## src/rtl/cnn_pkg.sv

```systemverilog
package cnn_pkg;

    // float16 element and 3x3 tile geometry
    localparam int DATA_WIDTH = 16;                          // one half-precision value
    localparam int PARA_X = 3;                               // tile width in elements
    localparam int PARA_Y = 3;                               // tile height in elements
    localparam int TILE_WIDTH = PARA_X * PARA_Y * DATA_WIDTH; // 144 bits, lane 0 at lsb

    // tile buffer sizing
    localparam int TILE_ADDR_WIDTH = 5;
    localparam int TILE_COUNT_MAX = 32;                      // entries in the tile buffer

    // layer geometry inputs
    localparam int FM_SIZE_WIDTH = 4;                        // fm_size is 3, 6, 9 or 12
    localparam int DEPTH_WIDTH = 2;                          // fm_depth is 1 or 2

    // layer opcode, same encoding as the layer_type input
    typedef enum logic [1:0] {
        LAYER_INIT = 2'd0,   // load feature map tiles
        LAYER_CONV = 2'd1,
        LAYER_POOL = 2'd2,
        LAYER_FC   = 2'd3
    } layer_type_e;

    typedef enum logic [1:0] {
        LD_IDLE,     // nothing written yet
        LD_FILL,     // writes arriving
        LD_READY     // done seen, map complete
    } loader_state_e;

    typedef enum logic [2:0] {
        PL_IDLE,     // wait for pool layer and a full map
        PL_FETCH,    // issue read of the next tile
        PL_REDUCE,   // rd_data valid, register its max
        PL_REQ,      // out_req high, wait ack
        PL_RELEASE,  // out_req low, wait ack low
        PL_DONE      // all tiles out, layer_ready high
    } pool_state_e;

endpackage
```

## src/rtl/fm_write_if.sv

```systemverilog
`timescale 1ns/1ps

// write path from the tile loader into the tile buffer
interface fm_write_if import cnn_pkg::*; ();

    logic                       wr_en;      // one-cycle write strobe
    logic [TILE_ADDR_WIDTH-1:0] wr_addr;    // tile address
    logic [TILE_WIDTH-1:0]      wr_data;    // nine float16 lanes
    logic                       fill_done;  // map loaded, level

    // loader owns every signal
    modport loader (
        output wr_en,
        output wr_addr,
        output wr_data,
        output fill_done
    );

    // buffer only sees the write port
    modport ram (
        input wr_en,
        input wr_addr,
        input wr_data
    );

endinterface

```

## src/rtl/cnn_layer_top.sv

```systemverilog
`timescale 1ns/1ps

module cnn_layer_top import cnn_pkg::*; (
    input  logic                       clk,
    input  logic                       arst_n,
    input  logic [1:0]                 layer_type,        // 0 init, 1 conv, 2 pool, 3 fc
    input  logic [FM_SIZE_WIDTH-1:0]   fm_size,
    input  logic [DEPTH_WIDTH-1:0]     fm_depth,
    input  logic                       fm_write,
    input  logic [TILE_ADDR_WIDTH-1:0] write_fm_data_addr,
    input  logic [TILE_WIDTH-1:0]      init_fm_data,
    input  logic                       init_fm_data_done,
    input  logic                       out_ack,
    output logic                       out_req,
    output logic [DATA_WIDTH-1:0]      out_data,
    output logic [TILE_ADDR_WIDTH-1:0] out_index,
    output logic                       init_fm_ram_ready,
    output logic                       layer_ready
);

    layer_type_e                layer_sel;
    logic                       rd_en;
    logic [TILE_ADDR_WIDTH-1:0] rd_addr;
    logic [TILE_WIDTH-1:0]      rd_data;

    assign layer_sel = layer_type_e'(layer_type);

    fm_write_if fm_wr ();   // loader to buffer

    fm_tile_loader u_loader (
        .clk                (clk),
        .arst_n             (arst_n),
        .layer_type         (layer_sel),
        .fm_write           (fm_write),
        .write_fm_data_addr (write_fm_data_addr),
        .init_fm_data       (init_fm_data),
        .init_fm_data_done  (init_fm_data_done),
        .wr                 (fm_wr.loader),
        .init_fm_ram_ready  (init_fm_ram_ready)
    );

    fm_tile_ram u_ram (
        .clk     (clk),
        .wr      (fm_wr.ram),
        .rd_en   (rd_en),
        .rd_addr (rd_addr),
        .rd_data (rd_data)
    );

    max_pool_engine u_pool (
        .clk         (clk),
        .arst_n      (arst_n),
        .layer_type  (layer_sel),
        .fm_size     (fm_size),
        .fm_depth    (fm_depth),
        .fill_ready  (fm_wr.fill_done),   // start gate from the loader
        .rd_en       (rd_en),
        .rd_addr     (rd_addr),
        .rd_data     (rd_data),
        .out_req     (out_req),
        .out_ack     (out_ack),
        .out_data    (out_data),
        .out_index   (out_index),
        .layer_ready (layer_ready)
    );

endmodule

```

## src/rtl/max_pool_engine.sv

```systemverilog
`timescale 1ns/1ps

module max_pool_engine import cnn_pkg::*; (
    input  logic                       clk,
    input  logic                       arst_n,
    input  layer_type_e                layer_type,
    input  logic [FM_SIZE_WIDTH-1:0]   fm_size,
    input  logic [DEPTH_WIDTH-1:0]     fm_depth,
    input  logic                       fill_ready,   // map fully loaded
    output logic                       rd_en,
    output logic [TILE_ADDR_WIDTH-1:0] rd_addr,
    input  logic [TILE_WIDTH-1:0]      rd_data,
    output logic                       out_req,
    input  logic                       out_ack,
    output logic [DATA_WIDTH-1:0]      out_data,
    output logic [TILE_ADDR_WIDTH-1:0] out_index,
    output logic                       layer_ready
);

    pool_state_e                state;
    pool_state_e                state_nxt;
    logic [2:0]                 tiles_per_row;  // fm_size / 3
    logic [TILE_ADDR_WIDTH:0]   tile_total;     // up to 32, one extra bit
    logic [TILE_ADDR_WIDTH:0]   rd_ptr;         // next tile to read
    logic                       more;           // tiles left to read
    logic                       pend;           // rd_data holds a tile not yet reduced
    logic [DATA_WIDTH-1:0]      tile_max;

    // a strictly beats b, sign-magnitude compare, finite values only
    function automatic logic f16_beats(input logic [DATA_WIDTH-1:0] a,
                                       input logic [DATA_WIDTH-1:0] b);
        logic [DATA_WIDTH-2:0] mag_a;
        logic [DATA_WIDTH-2:0] mag_b;
        mag_a = a[DATA_WIDTH-2:0];
        mag_b = b[DATA_WIDTH-2:0];
        if (mag_a == '0 && mag_b == '0) return 1'b0;          // +0 equals -0
        if (a[DATA_WIDTH-1] != b[DATA_WIDTH-1]) return !a[DATA_WIDTH-1];
        if (!a[DATA_WIDTH-1]) return mag_a > mag_b;           // both positive
        return mag_a < mag_b;                                 // both negative
    endfunction

    // divide by 3 through a lookup, only legal sizes map
    always_comb begin
        case (fm_size)
            4'd3:    tiles_per_row = 3'd1;
            4'd6:    tiles_per_row = 3'd2;
            4'd9:    tiles_per_row = 3'd3;
            4'd12:   tiles_per_row = 3'd4;
            default: tiles_per_row = 3'd0;   // nothing to pool
        endcase
        tile_total = (TILE_ADDR_WIDTH+1)'(fm_depth) * (TILE_ADDR_WIDTH+1)'(tiles_per_row)
                   * (TILE_ADDR_WIDTH+1)'(tiles_per_row);
    end

    assign more = rd_ptr < tile_total;

    // nine-lane reduce, strict compare keeps the lower lane on a tie
    always_comb begin
        tile_max = rd_data[DATA_WIDTH-1:0];
        for (int i = 1; i < PARA_X * PARA_Y; i++) begin
            if (f16_beats(rd_data[i*DATA_WIDTH +: DATA_WIDTH], tile_max)) begin
                tile_max = rd_data[i*DATA_WIDTH +: DATA_WIDTH];
            end
        end
    end

    always_comb begin
        state_nxt = state;
        case (state)
            PL_IDLE: begin
                if (layer_type == LAYER_POOL && fill_ready) begin
                    state_nxt = (tile_total == '0) ? PL_DONE : PL_FETCH;
                end
            end
            PL_FETCH:   state_nxt = PL_REDUCE;
            PL_REDUCE:  state_nxt = PL_REQ;
            PL_REQ:     if (out_ack) state_nxt = PL_RELEASE;
            PL_RELEASE: begin
                if (!out_ack) begin   // four-phase closed
                    if (pend) state_nxt = PL_REDUCE;      // prefetched tile waiting
                    else state_nxt = PL_DONE;             // no tile left to read
                end
            end
            PL_DONE:    if (layer_type != LAYER_POOL) state_nxt = PL_IDLE;
            default:    state_nxt = PL_IDLE;
        endcase
    end

    // read in FETCH, or prefetch once while the handshake is open
    assign rd_en   = (state == PL_FETCH) || (state == PL_REQ && more && !pend);
    assign rd_addr = rd_ptr[TILE_ADDR_WIDTH-1:0];

    always_ff @(posedge clk or negedge arst_n) begin
        if (!arst_n) begin
            state  <= PL_IDLE;
            rd_ptr <= '0;
            pend   <= 1'b0;
        end else begin
            state <= state_nxt;
            if (state == PL_IDLE) rd_ptr <= '0;
            else if (rd_en) rd_ptr <= rd_ptr + 1'b1;
            if (rd_en) pend <= 1'b1;
            else if (state == PL_REDUCE) pend <= 1'b0;
        end
    end

    // result registers, stable from REQ until the next REDUCE
    always_ff @(posedge clk) begin
        if (state == PL_REDUCE) begin
            out_data  <= tile_max;
            out_index <= rd_addr - 1'b1;   // tile read just before
        end
    end

    assign out_req     = (state == PL_REQ);
    assign layer_ready = (state == PL_DONE);

endmodule

```

## src/rtl/fm_tile_ram.sv

```systemverilog
`timescale 1ns/1ps

module fm_tile_ram import cnn_pkg::*; (
    input  logic                       clk,
    fm_write_if.ram                    wr,
    input  logic                       rd_en,
    input  logic [TILE_ADDR_WIDTH-1:0] rd_addr,
    output logic [TILE_WIDTH-1:0]      rd_data
);

    // one tile per entry
    // lane k of a tile sits at bits [16k+15:16k]
    logic [TILE_WIDTH-1:0] mem [TILE_COUNT_MAX];

    // write port, fed from the loader register stage
    always_ff @(posedge clk) begin
        if (wr.wr_en) begin
            mem[wr.wr_addr] <= wr.wr_data;
        end
    end

    // registered read, one cycle latency
    // rd_data holds its value while rd_en is low, the engine
    // relies on that to keep a prefetched tile across a handshake
    always_ff @(posedge clk) begin
        if (rd_en) begin
            rd_data <= mem[rd_addr];
        end
    end

    // note that a read and a write to the same entry in one
    // cycle return the old tile, the layer flow never does this
    // since reads only run in the pool layer

endmodule

```

## src/rtl/fm_tile_loader.sv

```systemverilog
`timescale 1ns/1ps

module fm_tile_loader import cnn_pkg::*; (
    input  logic                       clk,
    input  logic                       arst_n,
    input  layer_type_e                layer_type,
    input  logic                       fm_write,            // one-cycle write strobe
    input  logic [TILE_ADDR_WIDTH-1:0] write_fm_data_addr,
    input  logic [TILE_WIDTH-1:0]      init_fm_data,
    input  logic                       init_fm_data_done,   // level from the host
    fm_write_if.loader                 wr,
    output logic                       init_fm_ram_ready
);

    loader_state_e state;
    loader_state_e state_nxt;
    logic          wr_take;   // write seen during the init layer

    assign wr_take = fm_write && (layer_type == LAYER_INIT);

    // register the write, buffer stores it on the following edge
    always_ff @(posedge clk or negedge arst_n) begin
        if (!arst_n) begin
            wr.wr_en <= 1'b0;
        end else begin
            wr.wr_en <= wr_take;   // 5-bit address always inside the 32 entries
        end
    end

    always_ff @(posedge clk) begin
        if (wr_take) begin
            wr.wr_addr <= write_fm_data_addr;
            wr.wr_data <= init_fm_data;
        end
    end

    always_comb begin
        state_nxt = state;
        case (state)
            LD_IDLE:  if (wr_take) state_nxt = LD_FILL;
            // done with a write in the same cycle waits one more cycle
            LD_FILL:  if (init_fm_data_done && !wr_take) state_nxt = LD_READY;
            LD_READY: if (wr_take) state_nxt = LD_FILL;   // new map starts
            default:  state_nxt = LD_IDLE;
        endcase
    end

    always_ff @(posedge clk or negedge arst_n) begin
        if (!arst_n) begin
            state <= LD_IDLE;
        end else begin
            state <= state_nxt;
        end
    end

    assign init_fm_ram_ready = (state == LD_READY);
    assign wr.fill_done      = init_fm_ram_ready;   // same flag toward the engine

endmodule

```

## config.mk

```make
export PLATFORM = sky130hd
export DESIGN_NAME = cnn_layer_top
export DESIGN_NICKNAME = d
export VERILOG_FILES = /design/src/rtl/cnn_pkg.sv /design/src/rtl/fm_write_if.sv /design/src/rtl/cnn_layer_top.sv /design/src/rtl/max_pool_engine.sv /design/src/rtl/fm_tile_ram.sv /design/src/rtl/fm_tile_loader.sv
export SDC_FILE = /design/constraint.sdc
export NUM_CORES = 2
export LEC_CHECK = 0
export BUFFER_PORTS_ARGS = -buffer_cell sky130_fd_sc_hd__clkbuf_2
export CORE_ASPECT_RATIO = 1.2
export CORE_UTILIZATION = 35
export CTS_CLUSTER_DIAMETER = 60
export DETAILED_ROUTE_END_ITERATION = 6
export HOLD_SLACK_MARGIN = 0.06
export PLACE_DENSITY_LB_ADDON = 0.08
export SLEW_MARGIN = 10
export SYNTH_ARGS = -nofsm -noshare
export SYNTH_HDL_FRONTEND = slang
export SYNTH_MEMORY_MAX_BITS = 65536
export SYNTH_SLANG_ARGS = --single-unit
```

## constraint.sdc

```tcl
create_clock -name clk -period 20 [get_ports clk]
set_input_delay 4 -clock clk [delete_from_list [all_inputs] [get_ports clk]]
set_output_delay 4 -clock clk [all_outputs]
set_load 0.02 [all_outputs]
```

## Yosys cells after proc, flatten, opt, wreduce, memory -nomap -nowiden

Memories as Yosys holds them, arrays and structs flattened. A register that Yosys moved wholly into a read port is not among the register bits.
Index checks and enable logic that the tools add are counted.

| word-level totals | value |
|---|---|
| flip-flop bits (word level) | 183 |
| memory bits (writable) | 4608 |
| input port bits | 162 |
| output and inout bits | 24 |
| word-level logic and storage cells | 228 |
| memories | 1 |

Memory list:

| memory | words | width | read ports | clocked after Yosys merged registers in | wr ports | RTL line | source |
|---|---|---|---|---|---|---|---|
| u_ram.mem | 32 | 144 | 1 | 1 | 1 | fm_tile_ram.sv:13 | `logic [TILE_WIDTH-1:0] mem [TILE_COUNT_MAX];` |

| cells by class | value |
|---|---|
| add/subtract/negate cells | 2 |
| multipliers | 2 |
| $lt $le $gt $ge | 17 |
| eq/ne operators | 27 |
| muxes and demuxes | 121 |
| reductions and logical operators | 49 |

Operator list:

| kind | number |
|---|---|
| logical NOT 15 bit | 16 |
| 2-to-1 mux 16 bit | 8 |
| greater-than comparator 15 bit | 8 |
| less-than comparator 15 bit | 8 |
| 2-to-1 mux 1 bit | 100 |
| 2-to-1 mux 3 bit | 6 |
| case mux 3 bit (6 select lines) | 1 |
| logical AND 1 bit | 13 |
| 2-to-1 mux 6 bit | 2 |
| case mux 3 bit (4 select lines) | 1 |
| logical NOT 1 bit | 10 |
| == test 4 bit, second input constant | 2 |
| inequality test 1 bit | 8 |
| inequality test 2 x 1 -> 1 bit, second input constant | 4 |
| adder 6 x 1 -> 6 bit, second input constant | 1 |
| == test 3 x 2 -> 1 bit, second input constant | 2 |
| == test 3 bit, second input constant | 2 |
| logical NOT 6 bit | 1 |
| less-than comparator 6 bit | 1 |
| multiplier 5 x 3 -> 6 bit | 1 |
| inequality test 2 bit, second input constant | 3 |
| multiplier 2 x 3 -> 5 bit | 1 |
| subtractor 5 x 1 -> 5 bit, second input constant | 1 |
| == test 2 bit, second input constant | 2 |
| other kinds (13) | 16 |

## Longest topological paths before layout

| logic depth | value |
|---|---|
| depth in word-level cells | 80 |
| depth in mapped cells | 105 |

## Cells and area by module

A second synthesis with hierarchy kept.

| second synthesis, totals | value |
|---|---|
| cell total of the unflattened synthesis | 8632 |
| area total of the unflattened synthesis | 189545.5 sq um |

By module, submodules not included:

| module | instances | cells each | area each (sq um) | seq. area each (sq um) |
|---|---|---|---|---|
| fm_tile_ram | 1 | 7236 | 175933.7 | 142696.9 |
| max_pool_engine | 1 | 1236 | 8992.4 | 880.8 |
| fm_tile_loader | 1 | 160 | 4619.4 | 4549.4 |

## Worst setup path after synthesis

No wires, ideal clock.

| timing | value |
|---|---|
| kind | in2reg |
| start point | in fm_size[0] |
| end point | reg u_pool.rd_ptr[5] |
| arrival time | 19.598 ns |
| required time | 19.858 ns |
| setup slack | 0.259 ns |
| cell stages on the path | 22 |
| buffers on the path | 0 |
| cells stage by stage | nand2b_1 -> o22ai_1 -> and2_1 -> ha_1 -> inv_1 -> fa_1 -> nand2b_1 -> fa_1 -> inv_1 -> ha_1 -> inv_1 -> fa_1 -> xor2_1 -> ha_1 -> nor2b_1 -> o21ai_0 -> nand2_1 -> a211oi_1 -> and3_1 -> nand4_1 -> xor2_1 -> nor2_1 |

| between the ends | value |
|---|---|
| longest elaborated chain between the ends | 9 |

RTL lines:

| element | RTL line | source |
|---|---|---|
| start, declared | cnn_layer_top.sv:7 | `input logic [FM_SIZE_WIDTH-1:0] fm_size,` |
| == test 4 bit (tied with other cells) | max_pool_engine.sv:44 | `case (fm_size)` |
| case mux 3 bit (4 select lines) * | max_pool_engine.sv:44 |  |
| multiplier 2 x 3 -> 5 bit | max_pool_engine.sv:51 | `tile_total = (TILE_ADDR_WIDTH+1)'(fm_depth) * (TILE_ADDR_WIDTH+1)'(tiles_per_row)` |
| multiplier 5 x 3 -> 6 bit * | max_pool_engine.sv:52 | `* (TILE_ADDR_WIDTH+1)'(tiles_per_row);` |
| less-than comparator 6 bit * | max_pool_engine.sv:55 | `assign more = rd_ptr < tile_total;` |
| logical AND 1 bit * (2 in a row) | max_pool_engine.sv:90 | `assign rd_en = (state == PL_FETCH) \|\| (state == PL_REQ && more && !pend);` |
| logical OR 1 bit * | max_pool_engine.sv:90 |  |
| via rd_en | cnn_layer_top.sv:22 | `logic rd_en;` |
| nonzero test 2 bit (no source line) * | - |  |
| end signal, assigned | max_pool_engine.sv:101 | `else if (rd_en) rd_ptr <= rd_ptr + 1'b1;` |
| end, declared | max_pool_engine.sv:24 | `logic [TILE_ADDR_WIDTH:0] rd_ptr;` |

The timed path passes the listed nets; every way through them passes the cells marked *.
A chain may end at the register's enable or synchronous reset.

## Final worst setup path

| timing | value |
|---|---|
| start point | reg u_ram.rd_data[19], read port of u_ram.mem |
| end point | reg u_pool.out_data[0], data pin |

| between the ends | value |
|---|---|
| longest elaborated chain between the ends | 55 |

RTL lines:

| element | RTL line | source |
|---|---|---|
| start, declared | fm_tile_ram.sv:8 | `output logic [TILE_WIDTH-1:0] rd_data` |
| greater-than comparator 15 bit | max_pool_engine.sv:38 | `if (!a[DATA_WIDTH-1]) return mag_a > mag_b;` |
| 2-to-1 mux 1 bit | max_pool_engine.sv:38 |  |
| 2-to-1 mux 1 bit | max_pool_engine.sv:39 | `return mag_a < mag_b;` |
| 2-to-1 mux 1 bit | max_pool_engine.sv:38 |  |
| 2-to-1 mux 1 bit | max_pool_engine.sv:37 | `if (a[DATA_WIDTH-1] != b[DATA_WIDTH-1]) return !a[DATA_WIDTH-1];` |
| 2-to-1 mux 16 bit * | max_pool_engine.sv:61 | `if (f16_beats(rd_data[i*DATA_WIDTH +: DATA_WIDTH], tile_max)) begin` |
| parallel branches: the longest is 6 deep, another holds greater-than comparator 15 bit | - |  |
| 2-to-1 mux 16 bit * | max_pool_engine.sv:61 |  |
| (+20 left out) | - |  |
| 2-to-1 mux 16 bit * | max_pool_engine.sv:61 |  |
| parallel branches: the longest is 6 deep, another holds greater-than comparator 15 bit | - |  |
| 2-to-1 mux 16 bit * | max_pool_engine.sv:61 |  |
| parallel branches: the longest is 6 deep, another holds greater-than comparator 15 bit | - |  |
| 2-to-1 mux 16 bit * | max_pool_engine.sv:61 |  |
| parallel branches: the longest is 6 deep, another holds greater-than comparator 15 bit | - |  |
| 2-to-1 mux 16 bit * | max_pool_engine.sv:61 |  |
| via u_pool.tile_max[0] | max_pool_engine.sv:27 | `logic [DATA_WIDTH-1:0] tile_max;` |
| end signal, assigned | max_pool_engine.sv:110 | `out_data <= tile_max;` |
| end, declared | max_pool_engine.sv:15 | `output logic [DATA_WIDTH-1:0] out_data,` |

Mark *: on every way through the listed nets, which the timed path passes. The select of a mux whose other input is x is not followed.

==> results.json <==
{
  "outcome": "finished, final reports clean",
  "ys_types": 111,
  "startpoint": "u_ram.rd_data[19]",
  "wl_met1_um": 252000,
  "async_reset_ff_frac": 0.00263,
  "fill_cells": 47668,
  "grt_pass1_wl_um": 785000,
  "setup_violations": 0,
  "hold_ws_ns": 0.477,
  "holdCritPathClass": "flop to flop",
  "synth_edf_count": 4922,
  "r2r-end": "u_pool.out_data[0]",
  "overflow": 0,
  "synth_mux_area_frac": 0.182,
  "core.rowCount": 297,
  "synth.ff_latch_count": 4935,
  "regArea_mm2": 0.148,
  "setup_tns_ns": 0,
  "cts_tree": "built",
  "core_mm2": 0.545,
  "skew_ns": 0.0368,
  "cp_common_cell": "ha_1",
  "wl_met2_um": 282000,
  "drt_first_pass_iters": 5,
  "dieArea_mm2": 0.550,
  "finalPower_uw": 32700,
  "cp-endpoint": "u_pool.out_data[0]",
  "cap_viol_max_count": 0,
  "grt_max_degree": 113,
  "place_area_mm2": 0.202,
  "track_usage": 0.204,
  "critPathKind": "flop to flop",
  "synth_commonest_cells": "edfxtp_1 (4922), mux4_2 (1440), clkbuf_1 (258), mux2_2 (158), inv_1 (114)",
  "path_clk_slew_ns": 0.06,
  "final_nets": 8914,
  "wirelength_um": 568000,
  "die_w_um": 677,
  "cts_buffer_depth": 4,
  "numClockSinks": 4935,
  "wl_per_cell_um": 35.0,
  "cts_hold_buf": 0,
  "cts_max_level": 6,
  "worst_slack_ns": 1.03,
  "synthFlopType": "edfxtp_1",
  "worstMarginPinSlew_ns": 1.16,
  "critPathLaunchType": "flop",
  "critPathRequiredTime_ns": 20.80,
  "slew_headroom": 0.223,
  "synth_fa_ha_area_frac": 0.00741,
  "synth_xor_area_frac": 0.00179,
  "slew_viol_final": 0,
  "end_kind": "flop",
  "viasPerCell": 5.51,
  "yosys.area.top_type": "edfxtp_1",
  "synth_cells": 8012,
  "post-dp-hpwl_um": 299000,
  "antenna_left": 0,
  "wl_met3_um": 22300,
  "drc_errors": 0,
  "top_layer": "met5",
  "synth-simple-area-share": 0.0129,
  "yosysWarnings": 0,
  "reg2reg_slack_ns": 1.03,
  "mappedNetlistArea_mm2": 0.191,
  "antenna_found_initial": 41,
  "critical_path.slowest_cell": "or4_1",
  "cp.arrival_ns": 19.77,
  "ir_worst_vdd_uv": 220,
  "fin_crit_sh": 0.949,
  "io_pins": 186,
  "hold_violations": 0,
  "rr_startpoint": "u_ram.rd_data[19]",
  "syn_to_final_growth_pct": 14.9,
  "synth_top_family_by_area": "multiplexers",
  "place_ws_ns": -0.908,
  "syn_avg_cell_area_um2": 23.9,
  "start_util": 0.351,
  "root_buffer": "clkbuf_16",
  "cp_max_fo": 17,
  "drive_gt1_frac": 0.323,
  "multi_input_area_mm2": 0.0419,
  "synth_top_area_frac": 0.773,
  "grt_pass1_vias": 94242,
  "port_buffers": 185,
  "cp_slowest_stage_delay_ns": 0.55,
  "synth_compound_area_frac": 0.0116,
  "clk_latency_ns": 1.07,
  "fmaxAchievable_mhz": 52.7,
  "drt_iter0_markers": 7740,
  "synth.area.top_cells": "edfxtp_1 (77%), mux4_2 (17%), mux2_2 (0.93%), ha_1 (0.61%), clkbuf_1 (0.51%)",
  "reg2reg_depth": 89,
  "fin_area_mm2": 0.220,
  "synth_most_common_cell": "edfxtp_1",
  "p_leak_uw": 0.0667,
  "vias": 89585,
  "die_h_um": 812,
  "ys_seq_area_frac": 0.774,
  "place_congestion": 0.844,
  "powerDensity_mw_per_mm2": 149,
  "numCtsBuffers": 547,
  "min_period_ns": 18.97
}
[flip-flops by register name, summed over array words and instances, names as in the netlist]
signal and flops:
u_ram.mem 4608, u_loader.wr.wr_data 144, u_ram.rd_data 144, u_pool.out_data 16, u_pool.rd_ptr 6, u_loader.wr.wr_addr 5, u_pool.out_index 5, u_pool.state 3
u_loader.state 2, u_loader.wr.wr_en 1, u_pool.pend 1
[critical path, delay by kind of cell (launching register included)]
| family | cells | cell delay, ns |
|---|---|---|
| AOI/OAI and AO/OA | 36 | 7.20 |
| and+or+nand+nor | 31 | 5.82 |
| adders and majority gates | 7 | 2.01 |
| muxes | 5 | 1.67 |
| buffers and inverters | 10 | 1.50 |
| DFF | 1 | 0.43 |
[per-layer routing]
layer | track usage | vias up
li1 | - | 35888
met1 | 0.286 | 50772
met2 | 0.345 | 2216
met3 | 0.0249 | 705
met4 | 0.0408 | 4
met5 | 0 | -
[final cells by class]
type,instances,area share
antenna,8,0.0000911
multi-input combinational,2584,0.191
clock inverter,263,0.00968
clock buffer,705,0.0668
inverter,114,0.00195
tap,7176,0.0409
timing repair buffer,471,0.0157
sequential,4935,0.674
[worst min path at each step]
stage | from | to | cells past startpoint
final | u_loader.state[1] | u_loader.state[0] | 1
after detailed placement | u_loader.state[1] | u_loader.state[0] | 1
after global placement | u_loader.state[1] | u_loader.state[0] | 1
after CTS | u_loader.state[1] | u_loader.state[0] | 1
after floorplan | u_loader.state[1] | u_loader.state[0] | 1
after global routing | u_loader.state[1] | u_loader.state[0] | 1
[stage by stage]
stage / util / instances
global placement: 0.371 / 15258
detailed placement: 0.371 / 15258
CTS: 0.402 / 16230
global route: 0.403 / 16249
floorplan: - / 8013
finish: 0.403 / 16256
[timing repair]
action                                  4_1_cts  5_1_grt
endpoints found under the setup margin       15       15
pin swaps                                     0       12
gates cloned                                  0        2
resized for setup                             5       78
buffers inserted                              4       16
[power by group]
group          switching (uW)  internal (uW)  leakage, uW
combinational            6130           4810       0.0140
sequential                426          11800       0.0445
clock                    4100           5520      0.00819
total                   10700          22100       0.0667
[cell families after synthesis]
group | count (synthesis)
DFF | 4935
xor gates and xnor gates | 39
adders and majority gates | 113
AOI/OAI and AO/OA | 311
and+or+nand+nor | 464
muxes | 1653
other | 1
buffers and inverters | 496
[layout by cell type (no fill, tap or decap), types with 29 or more instances in the layout]
cell / n
clkbuf_16: 566
nand2_1: 98
clkbuf_1: 139
ha_1: 94
clkbuf_2: 185
mux4_2: 1440
o21ai_0: 44
clkinv_1: 116
buf_12: 30
nor3_1: 33
nor2_4: 33
inv_1: 114
a21oi_1: 68
nor4_1: 29
nor2_1: 73
buf_4: 255
edfxtp_1: 4922
mux2_2: 157
mux2i_1: 42
clkinv_2: 67
(Power assumes the default switching activity.)
